--- src/mon_bus_pkg.sv ---
//==========================================================
// Register bus definitions
// Bus widths, bar select bits and the word maps of the
// statistics bar and the rule table bar
//==========================================================
`default_nettype none

package mon_bus_pkg;

	localparam int bus_data_width = 32;
	localparam int bus_addr_width = 32;

	// Bus2IP_CS bit per bar
	localparam int bar_stats = 1;
	localparam int bar_table = 0;

	// Bar 0, statistics
	localparam int reg_ctrl = 0;
	localparam int reg_pkt_cnt_base = 1;
	localparam int reg_byte_cnt_base = 5;
	localparam int reg_hit_cnt = 9;
	localparam int stats_num_words = 10;
	localparam int ctrl_rst_stats_bit = 0;
	localparam int ctrl_freeze_bit = 1;

	// Bar 1, rule table staging
	localparam int tbl_col_sip = 0;
	localparam int tbl_col_sip_mask = 1;
	localparam int tbl_col_dip = 2;
	localparam int tbl_col_dip_mask = 3;
	localparam int tbl_col_l4ports = 4;
	localparam int tbl_col_l4ports_mask = 5;
	localparam int tbl_col_proto = 6;
	localparam int tbl_col_proto_mask = 7;
	localparam int tbl_num_cols = 8;
	localparam int tbl_col_idx_width = 3;
	localparam int tbl_reg_row = 8;
	localparam int tbl_reg_cmd = 9;
	localparam int tbl_num_words = 10;

	// Command word values
	localparam int tbl_cmd_write = 1;
	localparam int tbl_cmd_read = 2;

endpackage

`default_nettype wire

--- src/bus_resp_mux.sv ---
//==========================================================
// Bus response merge
// Registers the two bars' acknowledges and errors and
// selects the read data of the bar that answered
//==========================================================
`default_nettype none

module bus_resp_mux import mon_bus_pkg::*; (
	input  wire                       Bus2IP_Clk,
	input  wire                       rst_n,
	input  wire [bus_data_width-1:0]  stats_data,
	input  wire                       stats_rdack,
	input  wire                       stats_wrack,
	input  wire                       stats_error,
	input  wire [bus_data_width-1:0]  table_data,
	input  wire                       table_rdack,
	input  wire                       table_wrack,
	input  wire                       table_error,
	output logic [bus_data_width-1:0] ip2bus_data,
	output logic                      ip2bus_rdack,
	output logic                      ip2bus_wrack,
	output logic                      ip2bus_error
);

	always_ff @(posedge Bus2IP_Clk) begin
		if (!rst_n) begin
			ip2bus_rdack <= 1'b0;
			ip2bus_wrack <= 1'b0;
			ip2bus_error <= 1'b0;
		end else begin
			ip2bus_rdack <= stats_rdack | table_rdack;
			ip2bus_wrack <= stats_wrack | table_wrack;
			ip2bus_error <= stats_error | table_error;
		end
	end

	always_ff @(posedge Bus2IP_Clk) begin
		case ({table_rdack, stats_rdack})
			2'b01:   ip2bus_data <= stats_data;
			2'b10:   ip2bus_data <= table_data;
			default: ip2bus_data <= '0;
		endcase
	end

	// Only one bar is selected at a time, so answers never overlap
	a_one_bar: assert property (@(posedge Bus2IP_Clk) disable iff (!rst_n)
		!((stats_rdack || stats_wrack) && (table_rdack || table_wrack)));

endmodule

`default_nettype wire

--- config.mk ---
export PLATFORM = sky130hd
export DESIGN_NAME = bus_resp_mux
export DESIGN_NICKNAME = d
export VERILOG_FILES = /design/src/mon_bus_pkg.sv /design/src/bus_resp_mux.sv
export SDC_FILE = /design/constraint.sdc
export NUM_CORES = 1
export LEC_CHECK = 0
export BUFFER_PORTS_ARGS = -buffer_cell sky130_fd_sc_hd__buf_4
export CORE_UTILIZATION = 40
export DETAILED_ROUTE_END_ITERATION = 10
export PLACE_DENSITY = 0.8
export SLEW_MARGIN = 20
export SYNTH_ARGS = -nofsm -noshare
export SYNTH_HDL_FRONTEND = slang
export SYNTH_SLANG_ARGS = --single-unit
--- constraint.sdc ---
create_clock -name Bus2IP_Clk -period 1.3 [get_ports Bus2IP_Clk]
set_input_delay 0.065 -clock Bus2IP_Clk [delete_from_list [all_inputs] [get_ports Bus2IP_Clk]]
set_output_delay 0.065 -clock Bus2IP_Clk [all_outputs]
set_load 0.05 [all_outputs]
Word-level counts from Yosys, hierarchy flattened
Cells that the tools add are included.
- register bits after elaboration: 35
- bits in latches: 0
- RAM bits: 0
- ROM bits: 0
- input bits: 72
- output and inout bits: 35
- word-level logic and storage cells: 10
- memories: 0
- $add $sub $neg: 0
- multipliers: 0
- div/mod/pow operators: 0
- order comparisons: 0
- eq/ne operators: 2
- shift operators: 0
- multiplexer cells: 1
- bitwise logic cells: 3
- reductions and logical operators: 0
- operator list (kind ; number):
    $pmux 32 s2 ; 1
    $or 1x1->1 ; 3
    $eq 2x1->1 const B ; 1
    $eq 2x2->1 const B ; 1

Longest topological paths before layout
- depth in word-level cells: 2
- depth in mapped cells: 5
- depth with buffers taken out: 4

Least setup slack after synthesis
OpenSTA, ideal clock, no wires.
- kind: input-to-reg
- from: input stats_rdack
- to: register ip2bus_data[0]
- setup time: 0.118 ns
- arrival time: 0.705 ns
- data required time: 1.182 ns
- setup slack: 0.476 ns
- stages on the path: 4
- buffers on the path: 1
- cells stage by stage: inv_1 -> ha_1 -> clkbuf_1 -> nor2b_1
- longest elaborated chain between the ends: 2
- elaborated cells on any way between the ends: 3
- those cells by class: eq/ne (2); mux (1)
- RTL lines (item ; line ; source):
    start: declaration ; bus_resp_mux.sv:12 ; input wire stats_rdack,
    $eq 2x2->1 or $eq 2x1->1 (tied branches) ; bus_resp_mux.sv:38 ; case ({table_rdack, stats_rdack})
    $pmux 32 s2 (*) ; bus_resp_mux.sv:38 ;
    end signal: assignment ; bus_resp_mux.sv:39 ; 2'b01: ip2bus_data <= stats_data;
    end signal: assignment ; bus_resp_mux.sv:40 ; 2'b10: ip2bus_data <= table_data;
    end: declaration ; bus_resp_mux.sv:19 ; output logic [bus_data_width-1:0] ip2bus_data,
Mark *: on every way between the ends. The rest lies on a longest branch, timed or not.
A chain may end at the register's enable or synchronous reset.

Worst setup path in the final report
- from: input table_data[27]
- to: register ip2bus_data[27]
- longest elaborated chain between the ends: 1
- RTL lines (item ; line ; source):
    start: declaration ; bus_resp_mux.sv:15 ; input wire [bus_data_width-1:0] table_data,
    $pmux 32 s2 ; bus_resp_mux.sv:38 ;
Every way passes these cells.

==> run metrics <==
status completed; largest net degree at the start of global routing 33; worst slew pin tran 685.9 ps; DRC Markers 0; vias 1,452; gr usage total 0.2494; setup TNS 0 ps; area grow syn2layout 98.82%; Clock transition at path regs 110 ps; Die Ht 58.46 um; final setup vio count 0; synthesized flop and latch total 35; adder-cell share of the synthesized area 0.02944; syn_area_per_cell 10.99 sq um; initial antenna violation count 0; peak supply drop 0.6742 mV; first-pass GRT wire length 6223 um; vias in the first global route 1,460; Ports 107; part of the cycle the worst path needs 0.9751; clock tree buffer depth 2; Ys Warns 0; Comb power frac 0.311; Simple-Gate Fraction of Synth Area 0.1619; clock power share 0.232; total nets after synthesis 191; CTS tree done; initial DRC count 63; Yosys cell types 9; multiplexer share of the synthesized area 0; fin crit period 1268 ps; Post-Route WL 4475 um; Hold Violations, Final 0; HP Class in2reg; Post-Route Utilization 0.8372; Worst Path Class, Setup in2reg; cell internal pwr 1768 uW; Switching Fraction 0.3018; final antenna-violating net count 0; IO buf count 106; Overflow after GRT 0; LEAKAGE 0.001174 uW; Vias/cell 4.761; crit path max fanout 1; drt wl/cell 14.67 um; CTS root buf clkbuf_4; crit path DAT 1500 ps; xor-xnor portion of the synthesized cell area 0; post-detail-place hpwl 2508 um; Synth Area in Compound Gates 0.2002; number of cell rows 20; Sequential Power Share 0.457; Initial Util 0.4211; NetSw 764.2 uW; CP required 1530 ps; Max Slew Vio Count 0; gpl congestion 0.6606; drt pass-1 iters 4; max-cap violation count 0; largest family of logic cells by synthesized area compound AO/OA/AOI/OAI gates; postcts setup bufs 0; clk sinks 35; die width 58.46 um; sequential area share after synthesis 0.5496; most common cell after layout, fill and taps aside buf_4; Crit. End Element flop; commonest non-fill, non-tap cells in the layout buf_4, dlygate4sd3_1, dfxtp_1; core area 3028 sq um; Syn Std Cell Area 1275 sq um; CP Launch Type input pin; layout cells sized above 1 0.4444; Antenna diodes 0; Final #Nets 336; TritonCTS buffer count 5; FMAX 788.9 MHz; gate count after technology mapping 116; Die ar. 3417 sq um; Power Density 998.9 nW/um^2; Relative slew margins 0.5427; CTS H-tree lvls 2
worst max-delay path, cell delays in order:
cell	delay, ps
dlygate4sd3_1	540
buf_4	130
a22oi_1	140
dlygate4sd3_1	580
nor2b_1	50
registers in the layout, summed over array words and instances, names as in the netlist:
| register | flops |
|---|---|
| ip2bus_data | 32 |
| ip2bus_error | 1 |
| ip2bus_rdack | 1 |
| ip2bus_wrack | 1 |
power groups by stage:
stage	logic, uW	registers [uW]	clock network, uW
floorplan	155	1410	0
global placement	659	1180	0
detailed placement	673	1180	0
CTS	769	1160	600
global route	828	1160	649
finish	787	1160	589
path summary, 6_finish.rpt:
| check | from | endpoint | cells after the start |
|---|---|---|---|
| worst max-delay path | table_data[27] | ip2bus_data[27] | 5 |
| worst min-delay path | stats_data[1] | ip2bus_data[1] | 3 |
Yosys cell counts:
master | n | share of area
dfxtp_1 | 35 | 0.55
inv_1 | 2 | 0.0059
nor2b_1 | 33 | 0.16
buf_6 | 3 | 0.026
ha_1 | 3 | 0.029
buf_4 | 3 | 0.018
a22oi_1 | 32 | 0.19
o21a_1 | 2 | 0.012
clkbuf_1 | 3 | 0.0088
repair_timing:
action | in CTS | in global routing
hold endpoints to repair | 29 | 2
setup endpoints to repair | 0 | 7
gates resized for setup | 0 | 4
hold buffers | 38 | 2
layer usage:
metal | vias to the layer above | track usage | part of all wire
li1 | 693 | - | -
met1 | 657 | 0.2224 | 0.33
met2 | 82 | 0.4844 | 0.56
met3 | 20 | 0.07912 | 0.070
met4 | 0 | 0.1463 | 0.043
met5 | - | 0 | 0
layout make-up:
class / instances / area, sq um
clock buffer: 6 / 51.30
fill: 174 / 493.0
sequential: 35 / 700.7
inverter: 2 / 7.507
clock inverter: 1 / 5.005
multi-input combinational: 70 / 504.2
tap: 44 / 55.05
timing repair buffer: 147 / 1211
stage by stage:
| step | hold WS (ps) | total power [uW] | setup WS, ps | cell area [sq um] | instances |
|---|---|---|---|---|---|
| 6_report | 7.013 | 2532 | 32.37 | 2535 | 305 |
| 5_1_grt | 2.512 | 2639 | -9.378 | 2535 | 305 |
| 4_1_cts | 0.8262 | 2524 | 55.82 | 2510 | 304 |
| 3_5_place_dp | 264.1 | 1853 | 56.44 | 2073 | 259 |
| 3_3_place_gp | 264.1 | 1837 | 115.0 | 2073 | 259 |
| 2_1_floorplan | 175.2 | 1566 | 476.2 | 1275 | 116 |
kinds of logic after synthesis:
group | count (synthesis)
buffers and inverters | 11
AOI/OAI and AO/OA | 34
adders and majority gates | 3
and+or+nand+nor | 33
DFF | 35
Note: power is estimated with default switching activity, not from simulation.
