==> src/mon_bus_pkg.sv <==
//==========================================================
// Register bus definitions
// Bus widths, bar select bits and the word maps of the
// statistics bar and the rule table bar
//==========================================================
`default_nettype none

package mon_bus_pkg;

	localparam int bus_data_width = 32;
	localparam int bus_addr_width = 32;

	// Bus2IP_CS bit per bar
	localparam int bar_stats = 1;
	localparam int bar_table = 0;

	// Bar 0, statistics
	localparam int reg_ctrl = 0;
	localparam int reg_pkt_cnt_base = 1;
	localparam int reg_byte_cnt_base = 5;
	localparam int reg_hit_cnt = 9;
	localparam int stats_num_words = 10;
	localparam int ctrl_rst_stats_bit = 0;
	localparam int ctrl_freeze_bit = 1;

	// Bar 1, rule table staging
	localparam int tbl_col_sip = 0;
	localparam int tbl_col_sip_mask = 1;
	localparam int tbl_col_dip = 2;
	localparam int tbl_col_dip_mask = 3;
	localparam int tbl_col_l4ports = 4;
	localparam int tbl_col_l4ports_mask = 5;
	localparam int tbl_col_proto = 6;
	localparam int tbl_col_proto_mask = 7;
	localparam int tbl_num_cols = 8;
	localparam int tbl_col_idx_width = 3;
	localparam int tbl_reg_row = 8;
	localparam int tbl_reg_cmd = 9;
	localparam int tbl_num_words = 10;

	// Command word values
	localparam int tbl_cmd_write = 1;
	localparam int tbl_cmd_read = 2;

endpackage

`default_nettype wire

==> src/mon_pkt_pkg.sv <==
//==========================================================
// Packet descriptor and rule definitions
// Tuple field widths, port count, table depth and the
// packed rule layout shared by table and lookup
//==========================================================
`default_nettype none

package mon_pkt_pkg;

	localparam int ip_width = 32;
	localparam int proto_width = 8;
	localparam int l4_port_width = 16;
	localparam int tuple_width = 2 * l4_port_width + 2 * ip_width + proto_width;

	localparam int rule_depth = 16;
	localparam int rule_idx_width = 4;

	localparam int num_ports = 4;
	localparam int port_idx_width = 2;
	localparam int pkt_len_width = 16;
	localparam int cnt_width = 32;

	// Tuple order, MSB first: sport, dport, dip, sip, proto
	// A mask uses the same layout, one bit means compare
	typedef struct packed {
		logic [l4_port_width-1:0] sport;
		logic [l4_port_width-1:0] dport;
		logic [ip_width-1:0]      dip;
		logic [ip_width-1:0]      sip;
		logic [proto_width-1:0]   proto;
	} rule_t;

endpackage

`default_nettype wire

==> src/rule_table_regs.sv <==
//==========================================================
// Rule table register bank, bar 1
// Eight staging columns and a row register, with commands
// that move one row between staging and the table
//==========================================================
`default_nettype none

module rule_table_regs import mon_bus_pkg::*, mon_pkt_pkg::*; (
	input  wire                       Bus2IP_Clk,
	input  wire                       rst_n,
	input  wire [bus_addr_width-1:0]  Bus2IP_Addr,
	input  wire                       bar_cs,
	input  wire                       bus2ip_rnw,
	input  wire [bus_data_width-1:0]  bus2ip_data,
	output logic [bus_data_width-1:0] rd_data,
	output logic                      rdack,
	output logic                      wrack,
	output logic                      error,
	output logic [rule_idx_width-1:0] tbl_row,
	output logic                      tbl_wr_req,
	output rule_t                     tbl_wr_rule,
	output rule_t                     tbl_wr_mask,
	output logic                      tbl_rd_req,
	input  wire                       tbl_ack,
	input  rule_t                     tbl_rd_rule,
	input  rule_t                     tbl_rd_mask
);

	logic                         cs_q;
	logic                         start;
	logic                         wr_start;
	logic                         cmd_wr;
	logic                         rd_pend;
	logic [bus_addr_width-3:0]    word;
	logic [tbl_col_idx_width-1:0] col_idx;
	logic [bus_data_width-1:0]    rd_word;
	logic [bus_data_width-1:0]    col [tbl_num_cols];

	assign start = bar_cs && !cs_q;
	assign wr_start = start && !bus2ip_rnw;
	assign word = Bus2IP_Addr[bus_addr_width-1:2];
	assign col_idx = word[tbl_col_idx_width-1:0];

	// Requests go out in the select edge cycle
	assign cmd_wr = wr_start && word == tbl_reg_cmd;
	assign tbl_wr_req = cmd_wr && bus2ip_data == tbl_cmd_write;
	assign tbl_rd_req = cmd_wr && bus2ip_data == tbl_cmd_read;

	// Rule and mask columns interleave, so the mask is the next word
	assign tbl_wr_rule = {col[tbl_col_l4ports], col[tbl_col_dip], col[tbl_col_sip],
		col[tbl_col_proto][proto_width-1:0]};
	assign tbl_wr_mask = {col[tbl_col_l4ports_mask], col[tbl_col_dip_mask],
		col[tbl_col_sip_mask], col[tbl_col_proto_mask][proto_width-1:0]};

	always_comb begin
		rd_word = '0;
		if (word < tbl_num_cols)
			rd_word = col[col_idx];
		else if (word == tbl_reg_row)
			rd_word = bus_data_width'(tbl_row);
	end

	always_ff @(posedge Bus2IP_Clk) begin
		if (!rst_n) begin
			cs_q <= 1'b0;
			rdack <= 1'b0;
			wrack <= 1'b0;
			error <= 1'b0;
			rd_pend <= 1'b0;
			tbl_row <= '0;
			for (int i = 0; i < tbl_num_cols; i++)
				col[i] <= '0;
		end else begin
			cs_q <= bar_cs;
			rdack <= start && bus2ip_rnw;
			// Commands answer once the table has
			wrack <= (wr_start && !tbl_wr_req && !tbl_rd_req) || tbl_ack;
			error <= start && word >= tbl_num_words;
			if (tbl_rd_req)
				rd_pend <= 1'b1;
			else if (tbl_ack)
				rd_pend <= 1'b0;

			if (wr_start && word == tbl_reg_row)
				tbl_row <= bus2ip_data[rule_idx_width-1:0];

			if (wr_start && word < tbl_num_cols) begin
				// Proto columns are only 8 bits wide
				if (word == tbl_col_proto || word == tbl_col_proto_mask)
					col[col_idx] <= bus_data_width'(bus2ip_data[proto_width-1:0]);
				else
					col[col_idx] <= bus2ip_data;
			end else if (tbl_ack && rd_pend) begin
				col[tbl_col_sip] <= tbl_rd_rule.sip;
				col[tbl_col_sip_mask] <= tbl_rd_mask.sip;
				col[tbl_col_dip] <= tbl_rd_rule.dip;
				col[tbl_col_dip_mask] <= tbl_rd_mask.dip;
				col[tbl_col_l4ports] <= {tbl_rd_rule.sport, tbl_rd_rule.dport};
				col[tbl_col_l4ports_mask] <= {tbl_rd_mask.sport, tbl_rd_mask.dport};
				col[tbl_col_proto] <= bus_data_width'(tbl_rd_rule.proto);
				col[tbl_col_proto_mask] <= bus_data_width'(tbl_rd_mask.proto);
			end
		end
	end

	always_ff @(posedge Bus2IP_Clk) begin
		if (start)
			rd_data <= rd_word;
	end

endmodule

`default_nettype wire

==> config.mk <==
export PLATFORM = sky130hd
export DESIGN_NAME = rule_table_regs
export DESIGN_NICKNAME = d
export VERILOG_FILES = /design/src/mon_bus_pkg.sv /design/src/mon_pkt_pkg.sv /design/src/rule_table_regs.sv
export SDC_FILE = /design/constraint.sdc
export NUM_CORES = 1
export LEC_CHECK = 0
export BUFFER_PORTS_ARGS = -buffer_cell sky130_fd_sc_hd__buf_2
export CAP_MARGIN = 10
export CORE_AREA = 2 2 202 204
export DETAILED_ROUTE_END_ITERATION = 6
export DIE_AREA = 0 0 204 206
export SETUP_SLACK_MARGIN = 0.02
export SYNTH_ARGS = -nofsm -noshare
export SYNTH_HDL_FRONTEND = slang
export SYNTH_SLANG_ARGS = --single-unit
export TNS_END_PERCENT = 10
==> constraint.sdc <==
create_clock -name Bus2IP_Clk -period 4.1 [get_ports Bus2IP_Clk]
set_input_delay 0.82 -clock Bus2IP_Clk [delete_from_list [all_inputs] [get_ports Bus2IP_Clk]]
set_output_delay 0.82 -clock Bus2IP_Clk [all_outputs]
set_load 0.005 [all_outputs]
### Word-level counts from Yosys, hierarchy flattened

Memory sizes are Yosys's and may differ from the RTL's.
Index checks and enable logic that the tools add are counted.

* bits in registers: 41
* latch bits: 0
* RAM bits: 256
* memory bits (read-only): 0
* input port bits: 277
* output and inout bits: 249
* word-level logic and storage cells: 74
* memories kept: 1

* add/sub/neg operators: 0
* multiply operators: 0
* div/mod/pow operators: 0
* $lt $le $gt $ge: 2
* equal/unequal tests: 6
* shift-type cells: 0
* muxes and demuxes: 29
* bitwise operators: 9
* reduce and logical (&&, ||, !) cells: 20

Memory list
* col: words 8, width 32, read ports 9, clocked after memory_dff 0, write ports 8, line rule_table_regs.sv:37 `logic [bus_data_width-1:0] col [tbl_num_cols];`

Operator list (number)
* two-way mux 32 bit: 11
* equality test 30 x 3 -> 1 bit, second input constant: 2
* equality test 30 x 4 -> 1 bit, second input constant: 2
* equality test 32 x 1 -> 1 bit, second input constant: 1
* equality test 32 x 2 -> 1 bit, second input constant: 1
* OR reduction 32 bit: 1
* greater-or-equal comparator 30 x 4 -> 1 bit, second input constant: 1
* < comparator 30 x 4 -> 1 bit, second input constant: 1
* two-way mux 1 bit: 16
* logical AND 1 bit: 12
* OR 1 bit: 9
* logical NOT 1 bit: 4
* two-way mux 4 bit: 1
* two-way mux 3 bit: 1
* logical OR 1 bit: 2
* nonzero test 2 bit: 1

### Depth between registers and ports, before layout

Gate-level depths: netlist of the first run.

* depth in word-level cells: 10
* gate-level depth with buffers: 8
* depth with buffers taken out: 5

### Worst setup path before layout of the first run

No wires, ideal clock.

* kind: input -> register
* start: input port Bus2IP_Addr[27]
* end: memory col[0][0], enable pin
* setup time: 0.394 ns
* arrival: 3.196 ns
* data required time: 3.706 ns
* path slack: 0.510 ns
* stages: 6
* buffers on the path: 1
* cell sequence: nor4_2 -> nand4_2 -> or4b_1 -> buf_2 -> nor4_4 -> nand2b_1

RTL lines
* from (decl): line rule_table_regs.sv:11 `input wire [bus_addr_width-1:0] Bus2IP_Addr,`
* to (decl): line rule_table_regs.sv:37

### Final worst setup path of the first run

* start: input port Bus2IP_Addr[10]
* end: output port tbl_wr_req

* word-level cells in the longest chain between the ends: 3

Ends and longest elaborated chain
* equality test 30 x 4 -> 1 bit: line rule_table_regs.sv:45 `assign cmd_wr = wr_start && word == tbl_reg_cmd;`
* logical AND 1 bit: line rule_table_regs.sv:45
* logical AND 1 bit: line rule_table_regs.sv:46 `assign tbl_wr_req = cmd_wr && bus2ip_data == tbl_cmd_write;`
* to (decl): line rule_table_regs.sv:20 `output logic tbl_wr_req,`

Every way passes these cells.

==> metrics.txt, run 1 <==
worst hold path type reg -> reg; buffer levels on the longest clock path 3; global-route wire length before repair 76.54 mm; drt wl/cell 27.11 µm; Worst-path clk slew 60 ps; largest net degree at the start of global routing 111; worst hold stages 2; die area 0.04202 mm²; fraction of registers with async set/reset 0%; slowest stage delay, CP 460 ps; vias in the first global route 11080; CP Max Fanout 6; Layout area overhead 31.90%; clk sinks 297; Final period util 89.13%; Seq/Total Area, Yosys 64.00%; Ys Warns 0; Skew-Pair Late Insertion Delay 540 ps; Hold-fix buffers, CTS 0; crit path kind in -> out; Post-synth top flop edfxtp_1; RSZ-0062 raised after global routing no; Post-Syn Area 0.01379 mm²; Crit. End Element output port; worst path cell trace buf_2 > nor4_1 > nand4_1 > nor2_1 > nand2_1 > nor3b_1 > buf_2; worst slew pin tran 1282 ps; num rows 74; Setup crit start kind input port; routed vias 11210; Multi-input gate area 0.004646 mm²; reg2reg path depth 6; Cell Pwr Density 400.7 mW/mm²; Worst IR Drop VDD 0.2387 mV; # nets final 1744; DRC 0; post-CTS sizing 0; number of max-cap violations 0; wirelength, routed 54.92 mm; critical path arrival 2830 ps; status complete, no violations; Total Routing Usage GR 25.39%; CP top delay family simple AND/OR/NAND/NOR gates; CP Buf/Inv Count 2; Root Buffer clkbuf_16; fillers 3747; Max-slew headroom 14.51%; DP Wirelength 37.08 mm; Buffers on Ports 523; EDFF count, synth 288; Ports 526; Final setup viols 0; First-pass DRT Iterations 5; leading post-synthesis cells by cell area edfxtp_1 63%, a22o_1 13%, mux4_2 6.9%; Syn Area/Cell 14.85 µm²; Antenna Nets Post-Route 0; placeable core area 0.04018 mm²; DRT iter0 DRCs 990; TritonCTS clock tree yes; CP Depth 7; Final Slew Violations 0; final cell utilization of the core 45.28%; layout cell share with drive strength beyond 1 45.08%; Cell variety after synth 44; fin cells 2026; dpl cells 1962; Leak 7.728 nW; Avg Vias per Cell 5.534; final hold vios 0; fmax 273.7 MHz; Initial Util 34.33%; most common cell in the synthesized netlist edfxtp_1; most area-hungry cell type in the Yosys netlist edfxtp_1; GRT overflow 0; cells after synthesis 929; slowest CP cell nor4_1; Top cell by count, worst path buf_2; number of buffers created by CTS 35; sequential cell area 0.008828 mm²; die height 206 µm; Layout Skew 24.99 ps; Post-CTS Setup Repair Bufs 0; area share of the largest cell type after synthesis 62.69%; Die W 204 µm; GPL Wtd Cong 0.8645; Worst Path Required 3280 ps; Min Clock Period, post-route 3654 ps; Final Power 7.291 mW; initial antenna violation count 1; htree depth 2; commonest cells in the synthesized netlist 288 x edfxtp_1, 203 x a22o_1, 70 x nand2_1; register bit count reported by yosys 297; setup TNS 0 ps
## logic make-up (layout without fill, tap and decap cells)
| family | after synthesis | after routing | synth area share [%] |
|---|---|---|---|
| compound gates | 272 | 272 | 15.78 |
| xor+xnor | 1 | 1 | 0.06350 |
| buf+inv | 108 | 625 | 3.955 |
| flops | 297 | 297 | 64.00 |
| mux | 85 | 85 | 10.02 |
| other cells | 1 | 49 | 0.02718 |
| simple gates | 165 | 165 | 6.150 |
## tightest hold or removal path, cell delays in order, from the launching register on
cell and delay (ps):
dfxtp_1 310, nand2b_1 60, a21boi_0 70
## state kept, by name, indices dropped and copies added (netlist names)
signal,cells
tbl_row,4
rd_pend,1
col,256
cs_q,1
error,1
rdack,1
rd_data,32
wrack,1
## where the power goes
part / internal [mW] / leakage (nW) / switching [mW]
clock network: 1.89 / 0.552 / 1.26
registers: 3.45 / 3.07 / 0.0546
logic: 0.262 / 4.10 / 0.369
total: 5.60 / 7.73 / 1.69
## cells in the final DEF, fill, tap and decap left out, types with 9 or more instances in the layout
cell type,n
buf_2,520
edfxtp_1,288
a22o_1,203
nand2_1,70
conb_1,48
mux4_2,42
o21ai_0,38
mux2i_1,38
clkbuf_16,37
buf_4,36
nor2_1,31
nor4_1,10
clkinv_1,10
a21oi_1,9
dfxtp_1,9
## layer usage
metal	share of wire, %	global-route usage [%]	up-vias
li1	-	-	4787
met3	8.6	5.077	95
met2	49	42.74	711
met4	2.9	9.032	0
met5	0	0	-
met1	39	32.65	5619
## path summary, 6_finish.rpt
path | slack (ps) | from | to
setup / recovery | 450 | Bus2IP_Addr[10] | tbl_wr_req
hold / removal | 490 | rd_pend | rd_pend
setup reg to reg | 1140 | cs_q | col[0][17]
hold reg to reg | 490 | rd_pend | rd_pend
## metrics by stage
stage / hold WS, ps / cell area (µm²) / worst slack [ps]
after CTS: 486.2 / 18190 / 426.9
after floorplan: 456.3 / 13970 / 509.8
after detailed placement: 476.5 / 17050 / 324.5
final: 486.9 / 18200 / 445.8
after global routing: 512.0 / 18200 / 299.7
after global placement: 459.9 / 17050 / 388.5
## layout make-up
type                       instances  area share [%]
clock buffer                      44           5.233
timing repair buffer             557           15.90
tap                              532           3.658
sequential                       297           48.52
clock inverter                    19           1.038
multi-input combinational        571           25.53
inverter                           5          0.1031
antenna                            1         0.01375
No activity file was read; power rests on OpenSTA's default activity.
==> run 2: changes to the inputs <==
Settings changed: PLACE_DENSITY from default to 0.63.
Clock period 4.1 ns to 4.4 ns, I/O delays scaled along.
==> metrics.txt, run 2 (same netlist as run 1, synthesis figures left out) <==
status complete, no violations (unchanged); Flop pwr share 48.2% (was 48.0%); setup slack, reg-to-reg 1410 ps (was 1140 ps); layout cell share with drive strength beyond 1 45.23% (was 45.08%); worst hold path type reg -> reg (unchanged); TritonCTS clock tree yes (unchanged); clock power share 43.1% (was 43.3%); CP Buf/Inv Count 4 (was 2); clk sinks 297 (unchanged); htree depth 2 (unchanged); RR Endpoint col[5][17] (was col[0][17]); Pint 5.220 mW (was 5.603 mW); end point of the critical path tbl_wr_req (unchanged); # nets final 1743 (was 1744); Initial Util 34.33% (unchanged); Setup crit start kind input port (unchanged); Largest Register col (unchanged); worst r2r src cs_q (unchanged); Layout Skew 10.13 ps (was 24.99 ps); wirelength, routed 54.74 mm (was 54.92 mm); GPL Wtd Cong 0.8682 (was 0.8645); Regs by FF count col (256), rd_data (32), tbl_row (4) (unchanged); Final period util 82.14%; Antenna Nets Post-Route 0 (unchanged); die height 206 µm (unchanged); M2 GR Usage 44.39% (was 42.74%); fillers 3695 (was 3747); Ports 526 (unchanged); initial antenna violation count 5 (was 1); DP Wirelength 37.59 mm (was 37.08 mm); Gate power share 8.7% (about the same); vias in the first global route 11170 (was 11080); largest net degree at the start of global routing 103 (was 111); Crit. End Element output port (unchanged); global-route wire length before repair 76.00 mm (was 76.54 mm); First-pass DRT Iterations 5 (unchanged); routed vias 11190 (was 11210); CP Max Fanout 9 (was 6); Switching Fraction 22.92% (was 23.14%); reg2reg path depth 6 (unchanged); GRT overflow 0 (unchanged); drt wl/cell 27.05 µm (was 27.11 µm); die area 0.04202 mm² (unchanged); Final Power 6.773 mW (was 7.291 mW); Root Buffer clkbuf_16 (unchanged); Avg Vias per Cell 5.527 (was 5.534); num rows 74 (unchanged); most frequent cells in the layout 520 x buf_2, 288 x edfxtp_1, 203 x a22o_1 (unchanged); Layout area overhead 32.21% (was 31.90%); pre-CTS setup slack 616.6 ps (was 324.5 ps); DRC 0 (unchanged); Largest register FFs 256 (unchanged); slowest CP cell nor4_1 (unchanged); RSZ-0062 raised after global routing no (unchanged); fmax 276.7 MHz; Worst-path clk slew 60 ps (about the same); Leak 7.746 nW (was 7.728 nW); number of max-cap violations 0 (unchanged); P_sw 1.552 mW (was 1.687 mW); final instance area 0.01824 mm² (was 0.01820 mm²); final hold vios 0 (unchanged); slowest stage delay, CP 410 ps (was 460 ps); Cell Pwr Density 371.4 mW/mm² (was 400.7 mW/mm²); number of buffers created by CTS 34 (was 35); CP startpoint bus2ip_data[7] (was Bus2IP_Addr[10]); critical path arrival 2730 ps (was 2830 ps); crit path kind in -> out (unchanged); Min Clock Period, post-route 3614 ps; Final Slew Violations 0 (unchanged); Total Routing Usage GR 25.31% (was 25.39%); DP Area 0.01710 mm² (was 0.01705 mm²); worst path cell trace buf_2 > nor4_1 > buf_4 > nand3_1 > nor3_1 > buf_4 > nand2_1 > nor3b_1 > buf_2 (was buf_2 > nor4_1 > nand4_1 > nor2_1 > nand2_1 > nor3b_1 > buf_2); Post-CTS Setup Repair Bufs 0 (unchanged); worst slew pin tran 1158 ps (was 1282 ps); Hold-fix buffers, CTS 0 (unchanged); CP Depth 9 (was 7); Max-slew headroom 22.81% (was 14.51%); setup ws final 785.6 ps (was 445.8 ps); placeable core area 0.04018 mm² (unchanged); Worst IR Drop VDD 0.2230 mV (was 0.2387 mV); Worst Path Required 3520 ps (was 3280 ps); DRT iter0 DRCs 836 (was 990); commonest non-fill, non-tap cell in the layout buf_2 (unchanged); post-CTS sizing 0 (unchanged); buffer levels on the longest clock path 3 (unchanged); Most Used Layer, Global Route met2 (unchanged); Final setup viols 0 (unchanged); final cell utilization of the core 45.39% (was 45.28%); Skew-Pair Late Insertion Delay 540 ps (about the same); Die W 204 µm (unchanged); met1 Usage GRT 30.89% (was 32.65%); met3 usage 6.197% (was 5.077%); Buffers on Ports 523 (unchanged); setup TNS 0 ps (unchanged); CP top delay family simple AND/OR/NAND/NOR gates (unchanged)
[run 2: cell types whose count changed in the layout (fill, tap and decap cells not counted)]
cell / change
clkinv_1: -4
buf_4: -4
clkinv_2: +1
buf_12: +4
diode_2: +1
[run 2: worst min-delay path by stage]
stage                    start         end  cells past startpoint
floorplan              rd_pend     rd_pend                      2
global placement    tbl_row[2]  tbl_row[2]                      2
detailed placement  tbl_row[3]  tbl_row[3]                      2
CTS                 tbl_row[3]  tbl_row[3]                      2
global route        tbl_row[1]  tbl_row[1]                      2
finish              tbl_row[0]  tbl_row[0]                      2
[run 2: worst min-delay path: stages, from the launching register on]
cell and delay (ps):
dfxtp_1 330, nand2_1 60, o21ai_0 60
[run 2: metal layers]
metal	up-vias	wire, µm
met5	-	33
met4	6	1236
li1	4786	-
met2	680	27770
met1	5622	20830
met3	92	4871
[run 2: cell type report]
| class | instances | area [µm²] | share of cell area [%] |
|---|---|---|---|
| multi-input combinational | 571 | 4646 | 25.47 |
| sequential | 297 | 8828 | 48.41 |
| clock buffer | 44 | 952.2 | 5.221 |
| clock inverter | 16 | 178.9 | 0.9811 |
| tap | 532 | 665.6 | 3.650 |
| inverter | 5 | 18.77 | 0.1029 |
| antenna | 2 | 5.005 | 0.02744 |
| timing repair buffer | 557 | 2943 | 16.14 |
[run 2: power groups by stage]
stage               registers [mW]  clock network [mW]  logic, mW
floorplan                     3.31                   0      0.232
global placement              3.32                   0      0.589
detailed placement            3.32                   0      0.594
CTS                           3.26                2.96      0.595
global route                  3.27                3.06      0.635
finish                        3.26                2.92      0.591
[run 2: metrics by stage]
stage,hold slack (ps),std cells
global placement,462.5,1962
CTS,493.4,2022
floorplan,456.3,976
detailed placement,483.5,1962
finish,493.1,2024
global route,528.8,2023
