`src/mon_bus_pkg.sv`:
```
//==========================================================
// Register bus definitions
// Bus widths, bar select bits and the word maps of the
// statistics bar and the rule table bar
//==========================================================
`default_nettype none

package mon_bus_pkg;

	localparam int bus_data_width = 32;
	localparam int bus_addr_width = 32;

	// Bus2IP_CS bit per bar
	localparam int bar_stats = 1;
	localparam int bar_table = 0;

	// Bar 0, statistics
	localparam int reg_ctrl = 0;
	localparam int reg_pkt_cnt_base = 1;
	localparam int reg_byte_cnt_base = 5;
	localparam int reg_hit_cnt = 9;
	localparam int stats_num_words = 10;
	localparam int ctrl_rst_stats_bit = 0;
	localparam int ctrl_freeze_bit = 1;

	// Bar 1, rule table staging
	localparam int tbl_col_sip = 0;
	localparam int tbl_col_sip_mask = 1;
	localparam int tbl_col_dip = 2;
	localparam int tbl_col_dip_mask = 3;
	localparam int tbl_col_l4ports = 4;
	localparam int tbl_col_l4ports_mask = 5;
	localparam int tbl_col_proto = 6;
	localparam int tbl_col_proto_mask = 7;
	localparam int tbl_num_cols = 8;
	localparam int tbl_col_idx_width = 3;
	localparam int tbl_reg_row = 8;
	localparam int tbl_reg_cmd = 9;
	localparam int tbl_num_words = 10;

	// Command word values
	localparam int tbl_cmd_write = 1;
	localparam int tbl_cmd_read = 2;

endpackage

`default_nettype wire

```
`src/mon_pkt_pkg.sv`:
```
//==========================================================
// Packet descriptor and rule definitions
// Tuple field widths, port count, table depth and the
// packed rule layout shared by table and lookup
//==========================================================
`default_nettype none

package mon_pkt_pkg;

	localparam int ip_width = 32;
	localparam int proto_width = 8;
	localparam int l4_port_width = 16;
	localparam int tuple_width = 2 * l4_port_width + 2 * ip_width + proto_width;

	localparam int rule_depth = 16;
	localparam int rule_idx_width = 4;

	localparam int num_ports = 4;
	localparam int port_idx_width = 2;
	localparam int pkt_len_width = 16;
	localparam int cnt_width = 32;

	// Tuple order, MSB first: sport, dport, dip, sip, proto
	// A mask uses the same layout, one bit means compare
	typedef struct packed {
		logic [l4_port_width-1:0] sport;
		logic [l4_port_width-1:0] dport;
		logic [ip_width-1:0]      dip;
		logic [ip_width-1:0]      sip;
		logic [proto_width-1:0]   proto;
	} rule_t;

endpackage

`default_nettype wire

```
`src/stats_regs.sv`:
```
//==========================================================
// Statistics register bank, bar 0
// Control bits for clear and freeze, read access to the
// per-port counters and the hit counter
//==========================================================
`default_nettype none

module stats_regs import mon_bus_pkg::*, mon_pkt_pkg::*; (
	input  wire                       Bus2IP_Clk,
	input  wire                       rst_n,
	input  wire [bus_addr_width-1:0]  Bus2IP_Addr,
	input  wire                       bar_cs,
	input  wire                       bus2ip_rnw,
	input  wire [bus_data_width-1:0]  bus2ip_data,
	output logic [bus_data_width-1:0] rd_data,
	output logic                      rdack,
	output logic                      wrack,
	output logic                      error,
	output logic                      rst_stats,
	output logic                      stats_freeze,
	input  wire [cnt_width-1:0]       pkt_cnt [num_ports],
	input  wire [cnt_width-1:0]       byte_cnt [num_ports],
	input  wire [cnt_width-1:0]       hit_cnt
);

	logic                      cs_q;
	logic                      start;
	logic                      bad_addr;
	logic [bus_addr_width-3:0] word;
	logic [bus_data_width-1:0] rd_word;

	assign start = bar_cs && !cs_q;
	assign word = Bus2IP_Addr[bus_addr_width-1:2];
	assign bad_addr = word >= stats_num_words;

	// Read decode, anything unmapped reads zero
	always_comb begin
		rd_word = '0;
		if (word == reg_ctrl) begin
			rd_word[ctrl_rst_stats_bit] = rst_stats;
			rd_word[ctrl_freeze_bit] = stats_freeze;
		end else if (word >= reg_pkt_cnt_base && word < reg_byte_cnt_base) begin
			rd_word = pkt_cnt[port_idx_width'(word - reg_pkt_cnt_base)];
		end else if (word >= reg_byte_cnt_base && word < reg_hit_cnt) begin
			rd_word = byte_cnt[port_idx_width'(word - reg_byte_cnt_base)];
		end else if (word == reg_hit_cnt) begin
			rd_word = hit_cnt;
		end
	end

	always_ff @(posedge Bus2IP_Clk) begin
		if (!rst_n) begin
			cs_q <= 1'b0;
			rdack <= 1'b0;
			wrack <= 1'b0;
			error <= 1'b0;
			rst_stats <= 1'b0;
			stats_freeze <= 1'b0;
		end else begin
			cs_q <= bar_cs;
			rdack <= start && bus2ip_rnw;
			wrack <= start && !bus2ip_rnw;
			error <= start && bad_addr;
			// Only the control word is writable
			if (start && !bus2ip_rnw && word == reg_ctrl) begin
				rst_stats <= bus2ip_data[ctrl_rst_stats_bit];
				stats_freeze <= bus2ip_data[ctrl_freeze_bit];
			end
		end
	end

	always_ff @(posedge Bus2IP_Clk) begin
		if (start)
			rd_data <= rd_word;
	end

	// Master holds the access steady while the select is high
	a_req_stable: assert property (@(posedge Bus2IP_Clk) disable iff (!rst_n)
		bar_cs && cs_q |-> $stable(Bus2IP_Addr) && $stable(bus2ip_rnw));

endmodule

`default_nettype wire

```
`config.mk`:
```
export PLATFORM = sky130hd
export DESIGN_NAME = stats_regs
export DESIGN_NICKNAME = d
export VERILOG_FILES = /design/src/mon_bus_pkg.sv /design/src/mon_pkt_pkg.sv /design/src/stats_regs.sv
export SDC_FILE = /design/constraint.sdc
export NUM_CORES = 1
export LEC_CHECK = 0
export ABC_AREA = 1
export BUFFER_PORTS_ARGS = -buffer_cell sky130_fd_sc_hd__buf_2
export CAP_MARGIN = 0
export CORE_AREA = 2 2 153 155
export CTS_CLUSTER_SIZE = 28
export DETAILED_ROUTE_END_ITERATION = 8
export DIE_AREA = 0 0 155 157
export SETUP_SLACK_MARGIN = 0.2
export SLEW_MARGIN = 20
export SYNTH_ARGS = -nofsm -noshare
export SYNTH_HDL_FRONTEND = slang
export SYNTH_SLANG_ARGS = --single-unit
```
`constraint.sdc`:
```
create_clock -name Bus2IP_Clk -period 3.7 [get_ports Bus2IP_Clk]
set_clock_uncertainty 0.15 [all_clocks]
set_input_delay 0.74 -clock Bus2IP_Clk [delete_from_list [all_inputs] [get_ports Bus2IP_Clk]]
set_output_delay 0.74 -clock Bus2IP_Clk [all_outputs]
set_load 0.01 [all_outputs]
```
== Word level (Yosys, flattened, before mapping) ==
Index checks and enable logic that the tools add are counted.
Widths: inputs -> output; s select.
Operators by class
  add/sub/neg operators: 2
  multiplexer cells: 10
  eq/ne operators: 1
  order comparisons: 7
  bitwise operators: 2
  reductions and logical operators: 10
Operators by type and width (count)
  $mux 32: 7
  $bmux 32 s2: 2
  $eq 30x4->1 const B: 1
  $ge 30x1->1 const B: 1
  $ge 30x3->1 const B: 1
  $ge 30x4->1 const B: 1
  $logic_not 30->1: 1
  $lt 30x3->1 const B: 1
  $lt 30x4->1 const B: 1
  $logic_and 1x1->1: 7
  $ge 3x3->1 const B: 2
  $not 2->3: 2
  $sub 2x1->2 const B: 2
  $logic_not 1->1: 2
  $mux 2: 1
Word-level totals
  output and inout bits: 37
  register bits after elaboration: 38
  word-level logic and storage cells: 40
  input bits: 356

== Longest topological paths before layout ==
Gate-level depths: netlist (run 1).
  word-level depth: 8
  gate-level depth with buffers: 17
  gate-level depth less buffers: 13

== Worst setup path before layout (run 1) ==
No wires, ideal clock.
  kind: input port to flip-flop
  start: input bar_cs
  end: register rst_stats
  stages: 5
  setup time: 0.119 ns
  path slack: 0.751 ns
  buffers on the path: 0
  arrival time: 2.680 ns
  data required time: 3.431 ns
  cells stage by stage: inv_1 -> nor2_1 -> nand2_1 -> nor3_1 -> nor2_1
Between the ends
  word-level cells in the longest chain between the ends: 3
RTL lines
  from (decl): line stats_regs.sv:12  | input wire bar_cs,
  $logic_and 1x1->1: line stats_regs.sv:32  | assign start = bar_cs && !cs_q;
  named net start: line stats_regs.sv:27  | logic start;
  $logic_and 1x1->1 (2 in a row): line stats_regs.sv:65  | if (start && !bus2ip_rnw && word == reg_ctrl) begin
  to (signal assigned): line stats_regs.sv:66  | rst_stats <= bus2ip_data[ctrl_rst_stats_bit];
  to (decl): line stats_regs.sv:19  | output logic rst_stats,
The timed path passes the listed nets, and every way through them passes these cells.
A chain may end at the register's enable or synchronous reset.

== Final worst setup path (run 1) ==
  start: input Bus2IP_Addr[3]
  end: register rd_data[18], data pin
Between the ends
  word-level cells in the longest chain between the ends: 7
  elaborated cells between the ends (all ways): 21
  those cells by class: add/sub (2); order compare (4); eq/ne (1); mux (9); bitwise (2); reduce/logical (3)
RTL lines
  from (decl): line stats_regs.sv:11  | input wire [bus_addr_width-1:0] Bus2IP_Addr,
  branches (longest 7 deep; another with $ge 30x3->1)
  to (signal assigned): line stats_regs.sv:74  | rd_data <= rd_word;
  to (decl): line stats_regs.sv:15  | output logic [bus_data_width-1:0] rd_data,
Several ways; the timed one is not identified. The select of a mux whose other input is x is not followed.

==> results of run 1 <==
critical path, delay by kind of cell:
kind                       cells  cell delay (ns)
and+or+nand+nor                9             1.45
AOI/OAI and AO/OA              1             0.08
buffers and inverters          3             0.25
adders and majority gates      1             0.18
worst paths after layout:
path                             startpoint                        end  slack, ns  cells past startpoint
hold reg to reg   stats_freeze$_SDFFE_PN0P_  stats_freeze$_SDFFE_PN0P_       0.40                      2
setup reg to reg            cs_q$_SDFF_PN0_     rst_stats$_SDFFE_PN0P_       1.91                      5
hold / removal    stats_freeze$_SDFFE_PN0P_  stats_freeze$_SDFFE_PN0P_       0.40                      2
setup / recovery             Bus2IP_Addr[3]  rd_data[18]$_SDFFCE_PP0P_       0.83                     14
power breakdown:
part	internal, mW	total, mW	switching [mW]
Clock	0.251	0.408	0.158
Sequential	0.477	0.480	0.00334
Combinational	0.232	0.533	0.301
cells in the mapped netlist, drive strengths merged:
cell	n
a31oi	1
nor3	4
nor4	1
clkinv	1
dfxtp	6
nor2	167
edfxtp	32
o22ai	64
ha	3
o21ai	131
nand2	101
and2	1
buf	33
a21oi	32
nand3b	1
nand3	100
inv	58
clkbuf	32
or2	1
nand4	1
through the flow:
stage / worst slack [ns] / utilization, % / power [mW]
5_1_grt: 0.670 / 30.0 / 1.52
2_1_floorplan: 0.751 / - / 0.749
4_1_cts: 0.825 / 29.9 / 1.44
6_report: 0.828 / 30.0 / 1.42
3_3_place_gp: 0.551 / 29.3 / 1.02
3_5_place_dp: 0.532 / 29.3 / 1.02
routing by layer:
metal  vias to the layer above  track usage, %  share of wire, %
met3                        32            1.95               6.7
li1                       3258               -                 -
met2                       318            27.3                45
met5                         -               0             0.051
met4                         2            5.73               2.5
met1                      2896            23.2                46
registers in the layout (all words and copies together) (netlist names):
signal and count:
rd_data 32, cs_q 1, rst_stats 1, rdack 1, error 1, wrack 1, stats_freeze 1
area by class of cell:
cell class | count | area, sq um | area share (%)
multi-input cells | 608 | 3050 | 45.2
repair buffers | 371 | 1890 | 28.0
flip-flops and latches | 38 | 1080 | 16.0
well taps | 285 | 357 | 5.29
inverters | 59 | 223 | 3.30
clock buffers | 8 | 136 | 2.02
diodes | 5 | 12.5 | 0.185
logic make-up (layout without fill, tap and decap cells):
logic type | after synthesis | count (layout) | share of synthesized area [%]
buf+inv | 124 | 438 | 11.5
flops | 38 | 38 | 23.2
compound gates | 228 | 228 | 27.8
simple gates | 377 | 377 | 36.6
other cells | 0 | 5 | 0
fa+ha+maj | 3 | 3 | 0.807
==> flow_summary.yaml, run 1 <==
synthesis:
  syn_nets: 1129
  netlist.area_leader.share_pct: 20.7
  yosysWarnings: 0
  synth_largest_area_cell: "edfxtp_1"
  synth-seq-cells: 38
  synth_cell_types: 30
  synthCells: 770
  seq_area_frac_synth_pct: 23.2
  synth_area_sq_um: 4650
  synth.area.top_cells: "edfxtp_1, o21ai_0, nor2_1"
  syn_area_per_cell_sq_um: 6.04
placed_design:
  gp_congestion: 0.822
  port_buffers: 360
  dp.cells: 1361
  dpl.hpwl_um: 17300
  placed_area_sq_um: 6600
clocking:
  cts_max_path_buffers: 2
  cts_buffers: 5
  cts_resized: 0
  clk_pin_slew_ns: 0.05
  cts_tree: "built"
  cts_max_level: 2
  clkSinkCount: 38
  insertion_delay_ns: 0.27
  post-cts-setup-buffers: 0
  clockRootBuffer: "clkbuf_16"
  cts_hold_buf: 0
layout:
  area_growth_pct: 45.0
  final_cell_mix: "buf_2, nor2_1, o21ai_0"
  drive_gt1_share_pct: 39.6
  nNetsFinal: 1442
  fin_area_sq_um: 6750
  fillerInstances: 2575
  final_common_cell: "buf_2"
  layout.cells.non_filler: 1374
worst_setup_path:
  crit_top_cell: "nand2_1"
  cp_data_required_time_ns: 3.56
  crit_chain: "buf_2 > inv_1 > ha_2 > inv_1 > nand2_1 > nand2_1 > nor2_1 > nand2_2 > nor2_8 > nand2_4 > nand2_4 > nand2_1 > nand3_1 > a21oi_2"
  critical_path_class: "input pin to flop"
  crit_path_max_incr_delay_ns: 0.42
  start_kind: "input pin"
  path_max_fanout: 33
  cp.arrival_ns: 2.73
  worst_setup_path_end_kind: "flop"
  cp_slowest_cell: "nand2_4"
routing:
  first_pass_iters: 7
  routed_wl_um: 21700
  viasPerCell: 4.74
  vias: 6506
  first_iter_violations: 538
  drc: 0
  wl_per_cell_um: 15.8
  antenna_left: 0
floorplan:
  start_util_pct: 20.7
  die_h_um: 157
  dieArea_sq_um: 24300
  die_w_um: 155
  num_io_pins: 393
  num_rows: 55
  core_sq_um: 22500
global_routing:
  grt_max_degree: 79
  grt_pass1_wl_um: 31800
  antenna_found_initial: 6
  grt_use_total_pct: 16.8
  grt_pass1_vias: 5887
  globalRouteOverflowTotal: 0
min_path:
  hold_class: "flop to flop"
flow_run:
  cap_violations: 0
sta:
  setup-violations-final: 0
  hold-worst-slack_ns: 0.402
  worst_pin_slew_ns: 0.904
  clock.fmax_mhz: 348
  timing.final.crit_share_pct: 77.6
  slew_violations: 0
  slew_headroom_pct: 39.6
  hold_viol_final: 0
  period_minus_slack_ns: 2.87
  tns_ns: 0
  rsz0062_at_grt: "no"
run_status:
  status: "finished clean"
power_and_ir_drop:
  peakVddDrop_mv: 0.144
  p_leak_nw: 3.29
  power_per_cell_area_nw_per_um2: 211
Power figures use the tool's default switching activity.
==> run 2, diff against run 1 <==
==> constraint.sdc (replaced) <==
create_clock -name Bus2IP_Clk -period 2.65 [get_ports Bus2IP_Clk]
set_clock_uncertainty 0.15 [all_clocks]
set_input_delay 0.53 -clock Bus2IP_Clk [delete_from_list [all_inputs] [get_ports Bus2IP_Clk]]
set_output_delay 0.53 -clock Bus2IP_Clk [all_outputs]
set_load 0.01 [all_outputs]
==> flow_summary.yaml, run 2 (synthesis gave the netlist of run 1 again) <==
routing:
  drc: 0
  routed_wl_um: 21800
  antenna_left: 0
  first_pass_iters: 5
  viasPerCell: 4.68
  first_iter_violations: 542
  wl_per_cell_um: 15.8
  vias: 6447
clocking:
  clkSinkCount: 38
  cts_hold_buf: 0
  cts_buffers: 5
  clockRootBuffer: "clkbuf_16"
  insertion_delay_ns: 0.28
  cts_tree: "built"
  clk_pin_slew_ns: 0.06
  cts_max_level: 2
  cts_max_path_buffers: 2
floorplan:
  start_util_pct: 20.7
  dieArea_sq_um: 24300
  core_sq_um: 22500
  die_h_um: 157
  num_rows: 55
  num_io_pins: 393
  die_w_um: 155
sta:
  timing.final.crit_share_pct: 85.0
  clock.fmax_mhz: 444
  setup-violations-final: 0
  rsz0062_at_grt: "no"
  tns_ns: 0
  hold-worst-slack_ns: 0.271
  worst_pin_slew_ns: 0.721
  period_minus_slack_ns: 2.25
  hold_viol_final: 0
  slew_violations: 0
  slew_headroom_pct: 51.9
worst_setup_path:
  start_kind: "input pin"
  path_max_fanout: 22
  critical_path_class: "input pin to flop"
  cp.arrival_ns: 2.13
  ff2ff_path_depth: 6
  cp_data_required_time_ns: 2.52
  r2r-start: "cs_q$_SDFF_PN0_"
  worst_setup_path_end_kind: "flop"
  reg2reg_slack_ns: 1.31
  cp_slowest_cell: "buf_4"
  crit_chain: "buf_2 > inv_1 > ha_1 > inv_1 > nor2_1 > nand2_1 > nor2_1 > nand2_1 > nand2_4 > buf_4 > nand3_1 > nand3_1 > a21oi_1"
  r2r-end: "rst_stats$_SDFFE_PN0P_"
  crit_path_max_incr_delay_ns: 0.26
layout:
  post-route-util_pct: 30.7
  final_common_cell: "buf_2"
  drive_gt1_share_pct: 40.2
  nNetsFinal: 1450
  top_register: "rd_data"
  fin_area_sq_um: 6920
  layout.cells.non_filler: 1378
  area_growth_pct: 48.7
  largest_reg_flops: 32
  final_cell_mix: "buf_2, nor2_1, o21ai_0"
  fillerInstances: 2511
min_path:
  min_path_cells: 2
  hold_class: "input pin to flop"
  hp-start: "bus2ip_rnw"
  hold_end: "wrack$_SDFF_PN0_"
placed_design:
  port_buffers: 360
  placed_area_sq_um: 6760
  gp_congestion: 0.824
  dpl.hpwl_um: 17400
  dp.cells: 1369
global_routing:
  grt_max_degree: 130
  antenna_found_initial: 1
  grt_use_total_pct: 16.7
  globalRouteOverflowTotal: 0
  grt_pass1_wl_um: 31700
  grt_pass1_vias: 6010
power_and_ir_drop:
  peakVddDrop_mv: 0.224
  p_leak_nw: 3.36
  power_per_cell_area_nw_per_um2: 292
flow_run:
  cap_violations: 0
run_status:
  status: "finished clean"
==> run 2: worst max-delay path: cells and delay by family <==
family | cells | cell delay [ns]
adder cells (fa/ha/maj) | 1 | 0.14
buffers and inverters | 4 | 0.55
AND/OR/NAND/NOR | 7 | 0.82
AO/OA/AOI/OAI | 1 | 0.09
==> run 2: layer usage <==
layer  vias to the layer above  track usage (%)  wire (um)
met3                        20             1.68       1200
met1                      2900             22.2       9960
li1                       3272                -          -
met5                         -                0          0
met4                         0             4.28        388
met2                       255             29.0      10300
==> run 2: per-stage QoR <==
step / setup WS, ns / power [mW]
after floorplan: 0.197 / 1.05
after global placement: 0.0647 / 1.43
after detailed placement: 0.0621 / 1.43
after CTS: 0.360 / 2.05
after global routing: 0.257 / 2.15
final: 0.397 / 2.02
==> run 2: cell type report <==
cell class | count | area, sq um | area share [%]
clock buffers | 7 | 143 | 2.06
diodes | 1 | 2.50 | 0.0362
flip-flops and latches | 38 | 1080 | 15.6
repair buffers | 379 | 2050 | 29.6
multi-input cells | 608 | 3060 | 44.2
inverters | 59 | 224 | 3.24
clock inverters | 1 | 5.00 | 0.0723
well taps | 285 | 357 | 5.15
==> run 2: what timing repair did <==
item / in CTS / in global routing
gates resized for setup: 0 / 1
endpoints found under the setup margin: 0 / 1
setup buffers: 0 / 0
==> run 2: how the worst max path moves through the flow <==
stage	slack, ns	endpoint	start
4_1_cts	0.36	rd_data[18]$_SDFFCE_PP0P_	Bus2IP_Addr[3]
2_1_floorplan	0.20	rd_data[18]$_SDFFCE_PP0P_	Bus2IP_Addr[2]
3_3_place_gp	0.06	rd_data[19]$_SDFFCE_PP0P_	Bus2IP_Addr[3]
5_1_grt	0.26	rd_data[8]$_SDFFCE_PP0P_	Bus2IP_Addr[3]
6_report	0.40	rd_data[28]$_SDFFCE_PP0P_	Bus2IP_Addr[3]
3_5_place_dp	0.06	rd_data[19]$_SDFFCE_PP0P_	Bus2IP_Addr[3]
==> run 2: power breakdown <==
part           switching [mW]  internal [mW]
registers             0.00511          0.665
logic                   0.407          0.339
clock network           0.232          0.373
==> run 3, diff against run 2 <==
--- a/config.mk
+++ b/config.mk
@@ -5,7 +5,7 @@
 export SDC_FILE = /design/constraint.sdc
 export NUM_CORES = 1
 export LEC_CHECK = 0
-export ABC_AREA = 1
+export ABC_AREA = 0
 export BUFFER_PORTS_ARGS = -buffer_cell sky130_fd_sc_hd__buf_2
 export CAP_MARGIN = 0
 export CORE_AREA = 2 2 153 155
==> flow_summary.yaml, run 3 <==
run_status:
  status: "finished clean"
worst_setup_path:
  reg2reg_slack_ns: 1.21
  path_max_fanout: 34
  start_kind: "input pin"
  worst_setup_path_end_kind: "flop"
  ff2ff_path_depth: 5
  critical_path_class: "input pin to flop"
  r2r-end: "stats_freeze$_SDFFE_PN0P_"
  r2r-start: "cs_q$_SDFF_PN0_"
  cp_data_required_time_ns: 2.55
  cp.arrival_ns: 2.07
synthesis:
  synth_area_sq_um: 4050
  netlist.area_leader.share_pct: 35.6
  synth-seq-cells: 38
  synth_commonest_cells: "mux4_2, edfxtp_1, nand3_1, o21a_1"
  seq_area_frac_synth_pct: 26.7
  async_flop_share_pct: 0
  synthCells: 349
  yosysWarnings: 0
  syn_nets: 708
  synth_largest_area_cell: "mux4_2"
  syn_area_per_cell_sq_um: 11.6
  synth_enable_flop_cells: 32
  synth_flop_cell: "edfxtp_1"
  synth_most_common_cell: "mux4_2"
  synth.area.top_cells: "mux4_2, edfxtp_1, o21a_1"
  synth_cell_types: 35
layout:
  layout.cells.non_filler: 985
  antenna_cells: 0
  multiInputGateArea_sq_um: 2830
  area_growth_pct: 60.6
  final_common_cell: "buf_2"
  drive_gt1_share_pct: 67.4
  ff_latch_area_sq_um: 1080
  largest_reg_flops: 32
  top_register: "rd_data"
  final_cell_mix: "buf_2, mux4_2, o21a_1, nand3_1, edfxtp_1"
  nNetsFinal: 1058
  fillerInstances: 2351
placed_design:
  gp_congestion: 0.772
  port_buffers: 360
  dpl.hpwl_um: 14800
  dp.cells: 977
power_and_ir_drop:
  power_per_cell_area_nw_per_um2: 315
  p_clk_share_pct: 30.1
  p_switching_mw: 0.584
  peakVddDrop_mv: 0.171
  p_int_mw: 1.46
  swShare_pct: 28.6
  pwr-share-comb_pct: 37.2
  p_leak_nw: 2.81
  seqPwrFrac_pct: 32.7
clocking:
  cts_hold_buf: 0
  cts_buffers: 5
  cts_tree: "built"
  cts_max_level: 2
  cts_resized: 0
  clkSinkCount: 38
  clk_pin_slew_ns: 0.06
  insertion_delay_ns: 0.29
  clockRootBuffer: "clkbuf_16"
  post-cts-setup-buffers: 0
  cts_max_path_buffers: 2
routing:
  wl_per_cell_um: 18.4
  drc: 0
  vias: 4577
  first_iter_violations: 239
  antenna_left: 0
  viasPerCell: 4.65
  first_pass_iters: 6
  routed_wl_um: 18100
floorplan:
  start_util_pct: 18.0
  core_sq_um: 22500
  die_w_um: 155
  num_io_pins: 393
  die_h_um: 157
  dieArea_sq_um: 24300
  num_rows: 55
sta:
  period_minus_slack_ns: 2.17
  clock.fmax_mhz: 460
  slew_headroom_pct: 70.2
  rsz0062_at_grt: "no"
  setup-violations-final: 0
  timing.final.crit_share_pct: 82.0
  worst_pin_slew_ns: 0.446
  hold-worst-slack_ns: 0.289
  slew_violations: 0
  hold_viol_final: 0
min_path:
  hold_end: "wrack$_SDFF_PN0_"
  min_path_cells: 2
  hold_class: "input pin to flop"
  hp-start: "bus2ip_rnw"
global_routing:
  antenna_found_initial: 0
  grt_pass1_vias: 4798
  grt_use_total_pct: 14.0
  grt_pass1_wl_um: 25700
  grt_max_degree: 35
  globalRouteOverflowTotal: 0
flow_run:
  cap_violations: 0
==> run 3: area by class of cell <==
cell class	instances	area share [%]
multi-input combinational	267	43.5
sequential	38	16.6
tap	285	5.48
timing repair buffer	383	32.1
inverter	4	0.231
clock buffer	8	2.10
==> run 3: power by group through the flow <==
stage                     sequential [mW]  clock, mW  combinational, mW
after floorplan                     0.694          0              0.380
after global placement              0.682          0              0.759
after detailed placement            0.682          0              0.771
after CTS                           0.669      0.660              0.773
after global routing                0.671      0.680              0.821
final                               0.669      0.616              0.762
==> run 3: kinds of logic (layout without fill, tap and decap cells) <==
kind of cell    after synthesis  after routing  share of synthesized area (%)
buf+inv                      44            395                           5.53
simple gates                 96             96                           13.8
fa+ha+maj                     3              3                          0.927
mux                          64             64                           35.6
flops                        38             38                           26.7
compound gates              104            104                           17.5
==> run 3: per-stage QoR <==
step	setup TNS (ns)	area [sq um]	util, %	total power, mW	setup WS [ns]
after global placement	0	6370	28.3	1.44	0.173
after detailed placement	0	6370	28.3	1.45	0.172
after global routing	0	6500	28.9	2.17	0.399
final	0	6500	28.9	2.05	0.477
after CTS	0	6500	28.9	2.10	0.481
after floorplan	-0.207	4090	-	1.07	-0.0129
==> run 3: how the worst max path moves through the flow <==
stage | cells after the start | slack, ns | end | from
global placement | 9 | 0.17 | rd_data[13]$_SDFFCE_PP0P_ | Bus2IP_Addr[2]
global route | 10 | 0.40 | rd_data[28]$_SDFFCE_PP0P_ | Bus2IP_Addr[2]
CTS | 9 | 0.48 | rd_data[13]$_SDFFCE_PP0P_ | Bus2IP_Addr[2]
floorplan | 10 | -0.01 | rd_data[10]$_SDFFCE_PP0P_ | Bus2IP_Addr[2]
detailed placement | 8 | 0.17 | rd_data[1]$_DFFE_PP_ | Bus2IP_Addr[2]
finish | 8 | 0.48 | rd_data[1]$_DFFE_PP_ | Bus2IP_Addr[2]
==> run 3: layer usage <==
layer / vias up / global-route usage [%] / share of wire [%]
li1: 2133 / - / -
met1: 2161 / 16.3 / 39
met2: 253 / 25.8 / 52
met3: 30 / 2.12 / 6.7
met4: 0 / 5.73 / 2.6
met5: - / 0 / 0
==> run 3: critical path, cell delays in order <==
cell and delay [ns]:
buf_4 0.14, inv_1 0.09, ha_4 0.30, buf_12 0.20
mux4_2 0.33, a32oi_1 0.22, nor2_1 0.06, o21a_1 0.18
